## config.mk

```make
export PLATFORM = sky130hd
export DESIGN_NAME = tpc_request_queue
export DESIGN_NICKNAME = d
export VERILOG_FILES = /design/src/common/hififo_pkg.sv /design/src/tpc/tpc_request_queue.sv
export SDC_FILE = /design/constraint.sdc
export NUM_CORES = 1
export LEC_CHECK = 0
export ABC_AREA = 1
export CAP_MARGIN = 20
export CORE_MARGIN = 1.5
export CORE_UTILIZATION = 68
export CTS_CLUSTER_SIZE = 40
export DETAILED_ROUTE_END_ITERATION = 7
export DONT_BUFFER_PORTS = 1
export GPL_TIMING_DRIVEN = 0
export PLACE_DENSITY = 0.89
export SYNTH_ARGS = -nofsm -noshare
export SYNTH_HDL_FRONTEND = slang
export SYNTH_SLANG_ARGS = --single-unit
```

## constraint.sdc

```tcl
create_clock -name i_clock -period 11.6 [get_ports i_clock]
set_clock_uncertainty 0.1 [all_clocks]
set_input_delay 0.58 -clock i_clock [delete_from_list [all_inputs] [get_ports i_clock]]
set_output_delay 0.58 -clock i_clock [all_outputs]
set_load 0.1 [all_outputs]
```

## src/common/hififo_pkg.sv

```systemverilog
/* hififo TPC shared definitions
   packet sizes, data widths, host buffer descriptor, PCI TX beat and writer states */
`default_nettype none

package hififo_pkg;

   // packet geometry, one memory write carries 128 bytes
   localparam int TLP_QWORDS = 16; // payload qwords per TLP
   localparam int TLP_LEN_DW = 32; // header length field, dwords
   localparam int TLP_BEATS  = 18; // header beat + addr beat + 16 payload beats

   // buffer depths as log2
   localparam int FIFO_AW = 9; // 512 qwords of user data
   localparam int REQ_AW  = 2; // 4 descriptors

   typedef logic [63:0] qword_t;  // one user FIFO word
   typedef logic [60:0] qaddr_t;  // host address in 8 byte units
   typedef logic [18:0] qcount_t; // transfer length in qwords
   typedef logic [15:0] pci_id_t; // bus/dev/fn of this endpoint

   // one host buffer handed over by the request unit
   typedef struct packed {
      qaddr_t  addr;
      qcount_t count;     // multiple of TLP_QWORDS
      logic    interrupt; // pulse o_interrupt when the buffer is filled
   } tpc_request_t;

   // one 66 bit beat toward PCI TX
   // dwords go low half first
   typedef struct packed {
      logic   is_32; // last beat holds one dword only
      logic   eop;   // last beat of the TLP
      qword_t data;
   } tlp_beat_t;

   // writer FSM
   typedef enum logic [1:0] {
      ws_idle,   // waiting for a descriptor and 16 buffered qwords
      ws_header, // beat 0 on the bus, o_wr_valid high until granted
      ws_addr,   // beat 1, address dword(s)
      ws_data    // beats 2 to 17, payload
   } writer_state_t;

endpackage

`default_nettype wire

```

## src/tpc/tpc_request_queue.sv

```systemverilog
/* TPC request queue
   holds host buffer descriptors ahead of the TLP writer, head shown with a valid level */
`timescale 1ns/10ps
`default_nettype none

module tpc_request_queue
(
   input  wire                       i_clock,
   input  wire                       i_reset,
   input  wire                       i_push,
   input  wire hififo_pkg::tpc_request_t i_req,
   output logic                      o_full,
   input  wire                       i_pop,
   output hififo_pkg::tpc_request_t  o_head,
   output logic                      o_head_valid
);

   import hififo_pkg::*;

   localparam int DEPTH = 2 ** REQ_AW;

   tpc_request_t      mem [DEPTH];
   logic [REQ_AW-1:0] wr_ptr;
   logic [REQ_AW-1:0] rd_ptr;
   logic [REQ_AW:0]   used;    // occupancy, 0 to DEPTH
   logic              push_ok;
   logic              pop_ok;

   assign o_full = (used == (REQ_AW + 1)'(DEPTH));
   assign o_head_valid = (used != '0);
   assign o_head = mem[rd_ptr];
   assign push_ok = i_push && !o_full; // extra strobes lost
   assign pop_ok = i_pop && o_head_valid;

   always_ff @(posedge i_clock)
   begin
      if (push_ok)
         mem[wr_ptr] <= i_req;
   end

   always_ff @(posedge i_clock)
   begin
      if (i_reset)
      begin
         wr_ptr <= '0;
         rd_ptr <= '0;
         used <= '0;
      end
      else
      begin
         if (push_ok)
            wr_ptr <= wr_ptr + 1'b1; // wraps
         if (pop_ok)
            rd_ptr <= rd_ptr + 1'b1;
         if (push_ok && !pop_ok)
            used <= used + 1'b1;
         else if (pop_ok && !push_ok)
            used <= used - 1'b1;
      end
   end

   a_push_full : assert property (@(posedge i_clock) disable iff (i_reset)
      i_push |-> !o_full)
      else $error("tpc_request_queue: push while full");

   // the writer only sends whole 128 byte packets
   a_whole_packets : assert property (@(posedge i_clock) disable iff (i_reset)
      i_push |-> (i_req.count % qcount_t'(TLP_QWORDS)) == '0)
      else $error("tpc_request_queue: count not a multiple of a packet");

endmodule

`default_nettype wire

```

==> summary.md <==
| Metric | Value |
|---|---|
| Post-synthesis area per instance | 14.8 um2 |
| CTS root buffer | clkbuf_16 |
| TritonCTS clock tree | yes |
| Final period utilization | 29.8% |
| Worst-path maximum fanout | 10 |
| Wire length of the first global-routing pass | about 44000 um |
| Seq/Total Area, Yosys | 78.8% |
| First drt pass iteration count | 7 |
| R2r endpoint | used[2] |
| GR Util met1 | 38.9% |
| Number of flip-flops and latches in the synthesized netlist | 333 |
| Number of standard-cell rows in the floorplan | 49 |
| Final setup violation count | 0 |
| Leading cell type in the layout, fill and taps excluded | edfxtp_1 |
| Number of nets in the finished design | 991 |
| Post-route core utilization | 82.3% |
| Element type at the critical path start | register |
| Clock buffer count from CTS | 31 |
| Number of pins exceeding their max-slew limit in the final report | 0 |
| Global routing met3 resource utilization | 7.56% |
| Total Routing Usage GR | between 30% and 40% |
| Via density per instance | between 6 and 7 |
| Maxcap violations | 0 |
| Worst max-slew margin expressed relative to the limit | between 10% and 20% |
| Total placed instance area | 13700 um2 |
| Critical path class | register to output port |
| Transition at the pin with the smallest max-transition slack | 1.20 ns |
| Most frequent cells in the layout | edfxtp_1, nor2_1, o21ai_0 |
| Detailed placer's ending HPWL | 17400 um |
| Clk buf depth | 3 |
| Die H | 139 um |
| Worst ir drop on vdd | 0.000232 V |
| Via count of the routed design | 7532 |
| Met2 layer usage reported by global route | 50.2% |
| Count of boundary I/O pins | 168 |
| Fill cells | 848 |
| Power density normalized to cell area | 300 nW/um2 |
| Start of the worst register-to-register path | used[1] |
| Setup repair after global routing missed its margin | no |
| Pin count of the biggest net entering global routing | 33 |
| RD Place Congestion | 0.765 |
| Net Count, Synth | 943 |
| Buffers on Ports | 0 |
| Iter 0 DRT Violations | 727 |
| Critical path endpoint category | output port |
| Required time of the critical path | 10.92 ns |
| Post-detailed-routing wire length | 28700 um |
| Post-CTS clock slew at the launch and capture registers of the worst setup and hold paths | 0.06 ns |
| # Post-CTS Setup Buffers | 0 |
| Total gr overflow | 0 |
| Largest cells by area after synthesis | edfxtp_1, o21ai_0, nor2_1, o22ai_1, dfxtp_1 |
| Layout cells sized above 1 | 22.2% |
| Horizontal die dimension | 139 um |
| Via count of the first global-routing pass | 7756 |
| Layer with the highest usage | met2 |
| Final critical path time including I/O delays and setup | between 3 and 4 ns |
| Min-Delay Path Class | input pin to register |
| Worst-case reg-to-reg path depth | 12 |
| Clock latency at the later pin of the worst-skew pair | 0.54 ns |
| Final non-filler cell area | approximately 15000 um2 |
| Number of remaining DRC errors | 1 |
| Synth warn | 0 |
| Clock net sink count | 333 |
| Violated checks | design-rule violations |
| Routed len/inst | around 25 um |
| Count of unique library cells instantiated by Yosys | 23 |
| Post-Syn Area | between 10000 and 15000 um2 |
| Diode count | 0 |
| Run status | finished, violations left |
| Area growth from synthesis to final layout | 18.0% |
| Top cell type by total area after synthesis | edfxtp_1 |
| Synthesized instance count | 852 |
| Number of H-tree levels | 1 |
| Achievable frequency | about 290 MHz |
| Initial core utilization | 69.7% |
| Static leakage | approximately 5.0 nW |
| Core area | 18000 um2 |
| Critical path endpoint | o_head[12] |
| Synth top area share | 77.4% |
| Total count of hold-check failures in the final report | 0 |
| Total die area | a little under 20000 um2 |
| Flop2flop setup slack | between 8 and 9 ns |
| Arrival time of data at the critical path endpoint | 2.77 ns |
| Count of antenna-violating nets left after detailed routing | 0 |
| Post-route setup TNS | 0 ns |
| Antenna violations before repair | 0 |
area by class of cell:
class,instances,area [um2],area share [%]
tap,229,287,1.93
clock inverter,16,236,1.59
sequential,333,9910,66.8
buffer,52,359,2.42
inverter,17,76.3,0.515
timing repair buffer,15,328,2.21
multi-input combinational,450,2760,18.6
clock buffer,41,873,5.89
cell usage after synthesis, drive strengths merged:
master / number
a21oi: 3
buf: 24
clkbuf: 28
clkinv: 1
dfxtp: 9
edfxtp: 324
fa: 1
ha: 5
inv: 16
nand2: 15
nand3: 4
nand3b: 1
nor2: 176
o21ai: 163
o22ai: 81
xor2: 1
power by group:
part           internal (mW)  switching (mW)  total, mW
combinational          0.298            1.57       1.87
sequential              1.46          0.0341       1.50
clock                  0.660           0.419       1.08
layer usage:
metal,vias up,part of all wire (%)
met5,-,0
met4,0,3.5
met3,72,11
met2,475,50
met1,3696,35
li1,3289,-
metrics by stage:
step	std cells	hold WS (ns)	power, mW	worst slack, ns
floorplan	852	0.359	3.00	6.91
global placement	1081	0.383	3.18	4.51
detailed placement	1095	0.390	3.37	8.80
CTS	1153	0.00907	4.44	8.14
global route	1153	0.00848	4.56	8.10
finish	1153	0.0259	4.44	8.15
how the worst min path moves through the flow:
| stage | to | cells past startpoint | from |
|---|---|---|---|
| floorplan | register | 2 | rd_ptr[1] |
| finish | register | 1 | i_reset |
| CTS | register | 1 | i_reset |
| global route | mem[0][36] | 0 | i_req[36] |
| detailed placement | rd_ptr[1] | 2 | rd_ptr[1] |
| global placement | rd_ptr[1] | 2 | rd_ptr[1] |
kinds of logic after synthesis:
kind of cell | count (synthesis) | synth area share, %
flip-flops | 333 | 78.8
XOR/XNOR | 1 | 0.0697
buffers and inverters | 69 | 3.46
adder cells (fa/ha/maj) | 6 | 0.657
AND/OR/NAND/NOR | 196 | 6.32
AO/OA/AOI/OAI | 247 | 10.6
worst max-delay path, stage by stage, from the launching register on:
cell	delay, ns
dfxtp_1	0.34
buf_6	0.18
clkbuf_1	0.40
o21ai_0	0.30
o22ai_2	0.99
flip-flops by register name, summed over array words and instances, names as in the netlist, named ones only:
| name | flops |
|---|---|
| mem | 324 |
| rd_ptr | 2 |
| used | 3 |
| wr_ptr | 2 |
timing repair:
item / 4_1_cts / 5_1_grt
hold buffers: 1 / 0
hold endpoints to repair: 4 / 0
endpoints found under the setup margin: 0 / 0
resized for setup: 0 / 0
No activity file was read; power rests on OpenSTA's default activity.
