<file path="src/common/hififo_pkg.sv">
/* hififo TPC shared definitions
   packet sizes, data widths, host buffer descriptor, PCI TX beat and writer states */
`default_nettype none

package hififo_pkg;

   // packet geometry, one memory write carries 128 bytes
   localparam int TLP_QWORDS = 16; // payload qwords per TLP
   localparam int TLP_LEN_DW = 32; // header length field, dwords
   localparam int TLP_BEATS  = 18; // header beat + addr beat + 16 payload beats

   // buffer depths as log2
   localparam int FIFO_AW = 9; // 512 qwords of user data
   localparam int REQ_AW  = 2; // 4 descriptors

   typedef logic [63:0] qword_t;  // one user FIFO word
   typedef logic [60:0] qaddr_t;  // host address in 8 byte units
   typedef logic [18:0] qcount_t; // transfer length in qwords
   typedef logic [15:0] pci_id_t; // bus/dev/fn of this endpoint

   // one host buffer handed over by the request unit
   typedef struct packed {
      qaddr_t  addr;
      qcount_t count;     // multiple of TLP_QWORDS
      logic    interrupt; // pulse o_interrupt when the buffer is filled
   } tpc_request_t;

   // one 66 bit beat toward PCI TX
   // dwords go low half first
   typedef struct packed {
      logic   is_32; // last beat holds one dword only
      logic   eop;   // last beat of the TLP
      qword_t data;
   } tlp_beat_t;

   // writer FSM
   typedef enum logic [1:0] {
      ws_idle,   // waiting for a descriptor and 16 buffered qwords
      ws_header, // beat 0 on the bus, o_wr_valid high until granted
      ws_addr,   // beat 1, address dword(s)
      ws_data    // beats 2 to 17, payload
   } writer_state_t;

endpackage

`default_nettype wire

</file>
<file path="src/tpc/tpc_tlp_writer.sv">
/* TPC TLP writer
   turns buffered qwords into 128 byte memory write TLPs for the current host buffer */
`timescale 1ns/10ps
`default_nettype none

module tpc_tlp_writer
(
   input  wire                       i_clock,
   input  wire                       i_reset,
   input  wire hififo_pkg::pci_id_t  i_pci_id,
   // descriptor queue head
   input  wire hififo_pkg::tpc_request_t i_req,
   input  wire                       i_req_valid,
   output logic                      o_req_pop,
   // data FIFO read side
   input  wire hififo_pkg::qword_t   i_fifo_data,
   input  wire                       i_fifo_almost_empty,
   output logic                      o_fifo_read,
   // PCI TX
   output logic                      o_wr_valid,
   input  wire                       i_wr_ready,
   output hififo_pkg::tlp_beat_t     o_wr_data,
   output logic                      o_interrupt,
   output logic [31:0]               o_status
);

   import hififo_pkg::*;

   localparam int BW = $clog2(TLP_BEATS);
   localparam logic [BW-1:0] LAST_BEAT = BW'(TLP_BEATS - 1);

   // PCIe payload is little endian per dword
   function automatic logic [31:0] es(input logic [31:0] x);
      return {x[7:0], x[15:8], x[23:16], x[31:24]};
   endfunction

   writer_state_t state;
   qaddr_t        addr;          // next packet's address
   qcount_t       count;         // qwords left in this buffer
   logic          int_flag;      // current buffer wants an interrupt
   logic [BW-1:0] beat;          // beat now on o_wr_data
   logic          is_32;         // 3DW header, payload shifted one dword
   qword_t        wr_data_next;  // staged beat or held dword
   logic [28:0]   byte_count;    // qwords sent
   logic [63:0]   wr_addr;
   logic          addr_hi_zero;
   logic [31:0]   hdr_dw0;
   logic [31:0]   hdr_dw1;
   logic          grant;
   logic          start;
   logic          advance;
   logic          last_load;

   assign wr_addr = {addr, 3'b000}; // byte address
   assign addr_hi_zero = (wr_addr[63:32] == 32'd0);
   // fmt 010 or 011 (with data), type 00000 memory, tc/attr zero, length
   assign hdr_dw0 = {2'b01, !addr_hi_zero, 5'b00000, 8'h00, 6'd0, 10'(TLP_LEN_DW)};
   assign hdr_dw1 = {i_pci_id, 8'h00, 8'hff}; // tag 0, all byte enables
   assign o_wr_valid = (state == ws_header);
   assign grant = o_wr_valid && i_wr_ready;
   assign start = (state == ws_idle) && (count != '0) && !i_fifo_almost_empty;
   assign advance = grant || (state == ws_addr) || ((state == ws_data) && (beat != LAST_BEAT));
   assign last_load = (beat == LAST_BEAT - 1'b1); // loading beat 17
   // qwords leave the FIFO on the grant and the next 15 cycles
   assign o_fifo_read = grant ||
                        (((state == ws_addr) || (state == ws_data)) &&
                         (beat < BW'(TLP_QWORDS)));
   // new buffer only once the old one is fully read
   assign o_req_pop = i_req_valid && (count == '0);
   assign o_status = {byte_count, 3'b000};

   always_ff @(posedge i_clock)
   begin
      if (i_reset)
      begin
         state <= ws_idle;
         beat <= '0;
         count <= '0;
         int_flag <= 1'b0;
         o_interrupt <= 1'b0;
         byte_count <= '0;
      end
      else
      begin
         o_interrupt <= int_flag && (count == qcount_t'(1)) && o_fifo_read; // last qword
         byte_count <= byte_count + 29'(o_fifo_read);
         if (o_req_pop)
         begin
            count <= i_req.count;
            int_flag <= i_req.interrupt;
         end
         else if (o_fifo_read)
            count <= count - qcount_t'(1);
         if (start)
            beat <= '0;
         else if (advance)
            beat <= beat + 1'b1;
         case (state)
            ws_idle:
               if (start)
                  state <= ws_header;
            ws_header:
               if (grant)
                  state <= ws_addr; // i_wr_ready ignored from here
            ws_addr:
               state <= ws_data;
            ws_data:
               if (beat == LAST_BEAT)
                  state <= ws_idle;
            default:
               state <= ws_idle;
         endcase
      end
   end

   // datapath, beat k+1 is loaded while beat k is on the bus
   always_ff @(posedge i_clock)
   begin
      if (o_req_pop)
         addr <= i_req.addr;
      else if (o_fifo_read)
         addr <= addr + qaddr_t'(1);
      if (start)
      begin
         is_32 <= addr_hi_zero;
         o_wr_data.is_32 <= 1'b0;
         o_wr_data.eop <= 1'b0;
         o_wr_data.data <= {hdr_dw1, hdr_dw0}; // held through a grant stall
         // 4DW address goes upper dword first
         wr_data_next <= addr_hi_zero ? {32'd0, wr_addr[31:0]} : {wr_addr[31:0], wr_addr[63:32]};
      end
      else if (advance)
      begin
         o_wr_data.eop <= last_load;
         o_wr_data.is_32 <= is_32 && last_load;
         if (!is_32)
            o_wr_data.data <= wr_data_next;
         else if (last_load)
            o_wr_data.data <= {32'd0, wr_data_next[31:0]}; // odd dword out
         else
            o_wr_data.data <= {es(i_fifo_data[31:0]), wr_data_next[31:0]};
         // 32 bit case keeps the upper dword for the next beat
         wr_data_next <= is_32 ? {32'd0, es(i_fifo_data[63:32])} :
                                 {es(i_fifo_data[63:32]), es(i_fifo_data[31:0])};
      end
   end

   // a full packet must be buffered before it is offered
   a_grant_data : assert property (@(posedge i_clock) disable iff (i_reset)
      grant |-> !i_fifo_almost_empty)
      else $error("tpc_tlp_writer: grant with less than a packet buffered");

   a_burst_len : assert property (@(posedge i_clock) disable iff (i_reset)
      grant |-> ##(TLP_BEATS - 1) o_wr_data.eop)
      else $error("tpc_tlp_writer: eop not on the last beat");

endmodule

`default_nettype wire

</file>
<file path="config.mk">
export PLATFORM = sky130hd
export DESIGN_NAME = tpc_tlp_writer
export DESIGN_NICKNAME = d
export VERILOG_FILES = /design/src/common/hififo_pkg.sv /design/src/tpc/tpc_tlp_writer.sv
export SDC_FILE = /design/constraint.sdc
export NUM_CORES = 1
export LEC_CHECK = 0
export ABC_CLOCK_PERIOD_IN_PS = 5130
export BUFFER_PORTS_ARGS = -buffer_cell sky130_fd_sc_hd__clkbuf_2
export CAP_MARGIN = 20
export CORE_ASPECT_RATIO = 0.7
export CORE_MARGIN = 2
export CORE_UTILIZATION = 55
export DETAILED_ROUTE_END_ITERATION = 6
export HOLD_SLACK_MARGIN = 0.1
export PLACE_DENSITY = 0.8
export REMOVE_ABC_BUFFERS = 1
export SLEW_MARGIN = 20
export SYNTH_ARGS = -nofsm -noshare
export SYNTH_HDL_FRONTEND = slang
export SYNTH_SLANG_ARGS = --single-unit
</file>
<file path="constraint.sdc">
create_clock -name i_clock -period 5.13 [get_ports i_clock]
set_clock_uncertainty 0.2 [all_clocks]
set_input_delay 0.7695 -clock i_clock [delete_from_list [all_inputs] [get_ports i_clock]]
set_output_delay 0.7695 -clock i_clock [all_outputs]
set_load 0.01 [all_outputs]
</file>
==> flow_summary.yaml, run 1 <==
outcome:
  status: "finished, final reports clean"
global_routing:
  overflow: 0
  grt_util_all_layers: 0.3029
  antenna_found_initial: 3
  grt_max_degree: 76
  grt_pass1_vias: 10890
  grt_first_pass_wirelength_um: 59890
synthesis:
  synth_simple_gate_area_frac: 0.2091
  synth_edf_count: 143
  synthXorXnorAreaFrac: 0.04175
  synth_fa_ha_area_frac: 0.01467
  ys_types: 59
  ys_seq_area_frac: 0.5014
  synthArstFlopShare: 0
  ys_ff_latch: 249
  synth_compound_area_frac: 0.1652
  synthFlopType: "edfxtp_1"
  synth_area_um2: 12800
  synth_top_family_by_area: "simple AND/OR/NAND/NOR gates"
  synth_area_per_cell_um2: 9.571
  yosys-mux-area-fraction: 0.02748
  ys_warn_count: 0
  syn_inst: 1337
setup_path:
  crit_slowest_cell: "or4_1"
  cp-end-kind: "output pin"
  critical_path.max_stage_delay_ns: 0.64
  crit_required_ns: 4.16
  critical_path_arrival_ns: 2.66
  crit_buf_inv: 3
  path_cells: "or4_1, nor3_2, nand3_2, inv_1, buf_4, clkbuf_2"
  cp_top_family: "simple AND/OR/NAND/NOR gates"
  crit_fanout: 38
  worstSetupPathType: "reg -> out"
  start_kind: "flop"
pwr:
  leakage_nw: 5.634
  ir_drop_v: 0.0005702
  power.density_nw_per_um2: 684.9
timing:
  slew_violations: 0
  setup_viol_count_final: 0
  hold_viol: 0
  finalCritPeriodShare: 0.7068
  rsz0062_at_grt: "no"
  worstMarginPinSlew_ns: 1.113
  slew_headroom: 0.2569
  max_freq_mhz: 275.8
  final.min_clock_period_ns: 3.626
  setup_tns_ns: 0
route:
  viasPerCell: 6.232
  vias: 11690
  wire_per_inst_um: 20.54
  drt_iter0_drc: 1430
  drtAntennaViolNets: 0
  drt_first_pass_iters: 6
  drc_errors: 0
  wl_um: 38520
min_path:
  hp-class: "reg -> reg"
final_layout:
  finalInstanceArea_um2: 15020
  fin_nets: 1723
  drive_above_1_share: 0.2172
  area_delta_synth_final_pct: 17.41
clock_tree:
  clock-root-buffer: "clkbuf_16"
  cts_tree: "yes"
  post_cts_buffers: 0
  clk_pin_slew_ns: 0.06
  insertion_delay_ns: 0.54
  clock-sinks: 249
  cts_resized: 0
  ctsHoldBuffers: 0
  cts-htree-levels: 1
  cts.path.max_buffers: 3
  numCtsBuffers: 25
placement:
  gp_congestion: 0.9383
  io_buffers: 264
  post_dp_cell_area_um2: 14260
  place_hpwl_um: 26420
floorplanning:
  core_area_um2: 22730
  ioPinCount: 268
  die-area_um2: 24520
  die_y_um: 131.6
  die_x_um: 186.3
  start_util: 0.5629
  placementRows: 46
run:
  maxCapViolCount: 0
[stage by stage]
stage | utilization | power, mW | cells | hold WS [ns] | worst slack, ns
2_1_floorplan | - | 6.934 | 1240 | 0.2144 | -3.842
3_3_place_gp | 0.6260 | 8.276 | 1826 | 0.2383 | 1.933
3_5_place_dp | 0.6272 | 8.472 | 1827 | 0.2350 | 1.804
4_1_cts | 0.6606 | 10.22 | 1873 | 0.2434 | 1.534
5_1_grt | 0.6606 | 10.88 | 1873 | 0.2601 | 1.379
6_report | 0.6608 | 10.29 | 1875 | 0.2411 | 1.504
[cells in the mapped netlist, types with 35 or more instances]
cell	count	area, um^2
a211oi_1	36	270.3
a21oi_1	92	460.4
a31oi_1	52	325.3
clkbuf_1	71	266.5
dfxtp_1	106	2122
edfxtp_1	143	4294
nand2_1	153	574.3
nand3_1	46	230.2
nor2_1	110	412.9
o21ai_0	47	235.2
o31ai_1	35	262.8
xnor2_1	35	306.5
[report_power, final]
group	switching [mW]	internal [mW]
Combinational	2.75	1.47
Sequential	0.782	3.53
Clock	0.779	0.971
[layout make-up]
cell class	instances	area (um^2)
fill	1856	7711
sequential	249	6416
multi-input combinational	964	5924
timing repair buffer	275	1424
clock buffer	40	726.9
tap	312	390.4
inverter	27	103.9
clock inverter	6	32.53
antenna	2	5.005
[final timing paths]
| path | startpoint | end | slack [ns] | cells after the start |
|---|---|---|---|---|
| hold reg to reg | int_flag$_SDFFE_PP0P_ | o_interrupt$_SDFF_PP0_ | 0.24 | 2 |
| setup / recovery | count[6]$_SDFFE_PP0P_ | o_req_pop | 1.50 | 6 |
| setup reg to reg | addr[57]$_DFFE_PP_ | wr_data_next[26]$_DFFE_PP_ | 1.70 | 6 |
| hold / removal | int_flag$_SDFFE_PP0P_ | o_interrupt$_SDFF_PP0_ | 0.24 | 2 |
[cell usage in the layout (no fill, tap or decap), types with 4 or more instances in the layout]
| master | n |
|---|---|
| clkbuf_2 | 263 |
| nand2_1 | 152 |
| edfxtp_1 | 143 |
| nor2_1 | 109 |
| dfxtp_1 | 106 |
| a21oi_1 | 92 |
| a31oi_1 | 52 |
| o21ai_0 | 47 |
| nand3_1 | 44 |
| o31ai_1 | 35 |
| xnor2_1 | 35 |
| a211oi_1 | 35 |
| nor2b_1 | 34 |
| mux2i_1 | 34 |
| nand4_1 | 33 |
| a32o_1 | 29 |
| or3_1 | 28 |
| nor3_1 | 27 |
| inv_1 | 26 |
| xor2_1 | 26 |
| clkbuf_16 | 26 |
| or4_1 | 21 |
| and3_1 | 21 |
| nor4_1 | 20 |
| a311oi_1 | 17 |
| ha_1 | 15 |
| clkbuf_1 | 11 |
| buf_4 | 10 |
| and2_1 | 6 |
| and4_1 | 4 |
| clkinv_2 | 4 |
[cells by family (layout without fill, tap and decap cells)]
family / Yosys count / in the layout
flops: 249 / 249
xor+xnor: 61 / 61
other cells: 1 / 5
mux: 35 / 35
buf+inv: 126 / 348
compound gates: 322 / 322
fa+ha+maj: 15 / 15
simple gates: 528 / 528
[worst register-to-register path: cells and delay by family, from the launching register on]
family,cells,cell delay [ns]
AOI/OAI and AO/OA,2,0.40
buffers and inverters,1,0.95
and+or+nand+nor,3,1.25
DFF,1,0.46
[per-layer routing]
| metal | vias up | part of all wire | track usage |
|---|---|---|---|
| li1 | 5392 | - | - |
| met1 | 5518 | 0.43 | 0.4548 |
| met2 | 698 | 0.43 | 0.4417 |
| met3 | 75 | 0.12 | 0.07025 |
| met4 | 2 | 0.023 | 0.06978 |
| met5 | - | 0.00031 | 0 |
[sequential cells by signal, summed over array words and instances (netlist names), 2 cells and up]
name,flops
wr_data_next,64
count,19
byte_count,29
addr,61
beat,5
o_wr_data,66
state,2
(Power assumes the default switching activity.)
==> inputs of run 2 (changes only) <==
ABC_CLOCK_PERIOD_IN_PS = 3090   (was 5130)
CORE_UTILIZATION = 50   (was 55)
PLACE_DENSITY = 0.77   (was 0.8)
clock period = 3.09 ns   (was 5.13 ns; I/O delays follow)
==> flow_summary.yaml, run 2 (synthesized netlist as in run 1, its figures left out) <==
timing:
  slew_violations: 0
  setup_viol_count_final: 0
  rsz0062_at_grt: "no"
  setup_tns_ns: 0
  hold_viol: 0
  hold_slack_ns: 0.09953
  slew_headroom: 0.3794
  final.min_clock_period_ns: 2.988
  finalCritPeriodShare: 0.9668
  worstMarginPinSlew_ns: 0.9298
  max_freq_mhz: 334.7
setup_path:
  crit_fanout: 7
  path_cells: "or4_1, nor3_4, nand3_2, clkinvlp_4, clkbuf_2"
  worstSetupPathType: "reg -> out"
  cp-end-kind: "output pin"
  crit_slowest_cell: "or4_1"
  r2r_slack_ns: 0.26
  r2r_cells: 11
  crit_required_ns: 2.43
  setup.worst_path.start: "count[6]$_SDFFE_PP0P_"
  worstReg2RegEnd: "byte_count[25]$_SDFF_PP0_"
  critical_path_arrival_ns: 2.32
  start_kind: "flop"
  critical_path.max_stage_delay_ns: 0.64
  r2r-start: "state[1]$_SDFFE_PP0P_"
final_layout:
  drive_above_1_share: 0.2209
  area_delta_synth_final_pct: 30.96
  largest_register_ffs: 66
  finalInstanceArea_um2: 16760
  layout_commonest_cell: "clkbuf_2"
  top_regs: "o_wr_data: 66 flops, wr_data_next: 64 flops, addr: 61 flops"
  fin_nets: 1877
  mostFrequentLayoutCells: "clkbuf_2 (264), nand2_1 (152), edfxtp_1 (143)"
  largest-register: "o_wr_data"
  fin_cells: 2042
  nFillCells: 1999
route:
  wl_um: 40630
  wire_per_inst_um: 19.90
  drc_errors: 0
  vias: 12240
  drtAntennaViolNets: 0
  viasPerCell: 5.995
  drt_first_pass_iters: 5
  drt_iter0_drc: 1215
placement:
  post_dp_cell_area_um2: 14570
  place_hpwl_um: 27100
  post-place-cells: 1870
  io_buffers: 264
  gp_congestion: 0.9423
floorplanning:
  placementRows: 48
  ioPinCount: 268
  die-area_um2: 26910
  die_y_um: 137.8
  start_util: 0.5134
  die_x_um: 195.2
  core_area_um2: 24920
clock_tree:
  cts_tree: "yes"
  numCtsBuffers: 26
  clock-root-buffer: "clkbuf_16"
  insertion_delay_ns: 0.54
  clock-sinks: 249
  cts-htree-levels: 1
  clk_pin_slew_ns: 0.07
  cts.path.max_buffers: 3
pwr:
  seqPwrFrac: 0.390
  ir_drop_v: 0.0007571
  switchingPower_mw: 7.327
  swShare: 0.4042
  total_power_mw: 18.13
  p_clk_frac: 0.192
  internal_power_mw: 10.80
  power.density_nw_per_um2: 1082
  power_frac_comb: 0.418
  leakage_nw: 6.404
global_routing:
  overflow: 0
  grt_util_all_layers: 0.2945
  antenna_found_initial: 3
  grt_first_pass_wirelength_um: 62540
  grt_pass1_vias: 11420
  grt_max_degree: 83
run:
  maxCapViolCount: 0
min_path:
  hold_depth: 3
  hp-start: "i_req[80]"
  min_to: "addr[60]$_DFFE_PP_"
  hp-class: "in -> reg"
outcome:
  status: "finished, final reports clean"
run 2: changes by cell type in the layout (fill, tap and decap cells not counted), sizes merged, moves of 2 or more:
cell / delta
buf: +30
bufinv: +5
clkbuf: -6
clkinv: +5
dlygate4sd3: +122
inv: -2
run 2: layout make-up:
cell class              instances  area, um^2  share of cell area
multi-input cells             964        5931              0.3539
repair buffers                428        2945              0.1758
diodes                          1       2.502           0.0001493
well taps                     325       406.6             0.02427
inverters                      27       107.6            0.006421
clock inverters                15       198.9             0.01187
flip-flops and latches        249        6416              0.3829
clock buffers                  33       749.5             0.04472
run 2: worst max-delay path, delay by kind of cell (launching register included):
family	cells	cell delay (ns)
AND/OR/NAND/NOR	3	1.04
flip-flops	1	0.38
buffers and inverters	2	0.35
run 2: how the worst max path moves through the flow:
stage | end | slack [ns] | cells after the start
finish | o_req_pop | 0.10 | 5
floorplan | o_wr_data[29]$_DFFE_PP_ | -5.76 | 5
detailed placement | byte_count[25]$_SDFF_PP0_ | 0.32 | 11
CTS | o_req_pop | 0.04 | 5
global placement | addr[43]$_DFFE_PP_ | 0.45 | 6
global route | o_req_pop | 0.02 | 5
run 2: power by group through the flow:
stage / registers [mW] / clock network (mW) / logic, mW
final: 7.07 / 3.49 / 7.57
after global routing: 7.25 / 3.61 / 8.31
after CTS: 7.02 / 3.50 / 7.48
after global placement: 7.01 / 0 / 7.13
after detailed placement: 7.06 / 0 / 7.31
after floorplan: 7.07 / 0 / 4.33
run 2: stage by stage:
step / util / setup WS [ns]
finish: 0.6723 / 0.1025
global route: 0.6722 / 0.01891
CTS: 0.6717 / 0.04134
detailed placement: 0.5845 / 0.3168
global placement: 0.5845 / 0.4543
floorplan: - / -5.760
run 2: repair_timing:
item / 4_1_cts / 5_1_grt
endpoints found under the setup margin: 1 / 1
pin swaps: 0 / 0
buffers inserted: 0 / 1
endpoints found under the hold margin: 122 / 0
hold buffers: 122 / 0
gates resized for setup: 1 / 1
run 2: layer usage:
layer  up-vias  global-route usage  routed length [um]
li1       5721                   -                   -
met1      5798              0.4256               18210
met2       640              0.4589               17740
met4         4             0.07294                 967
met5         -                   0                  18
met3        78             0.05410                3694
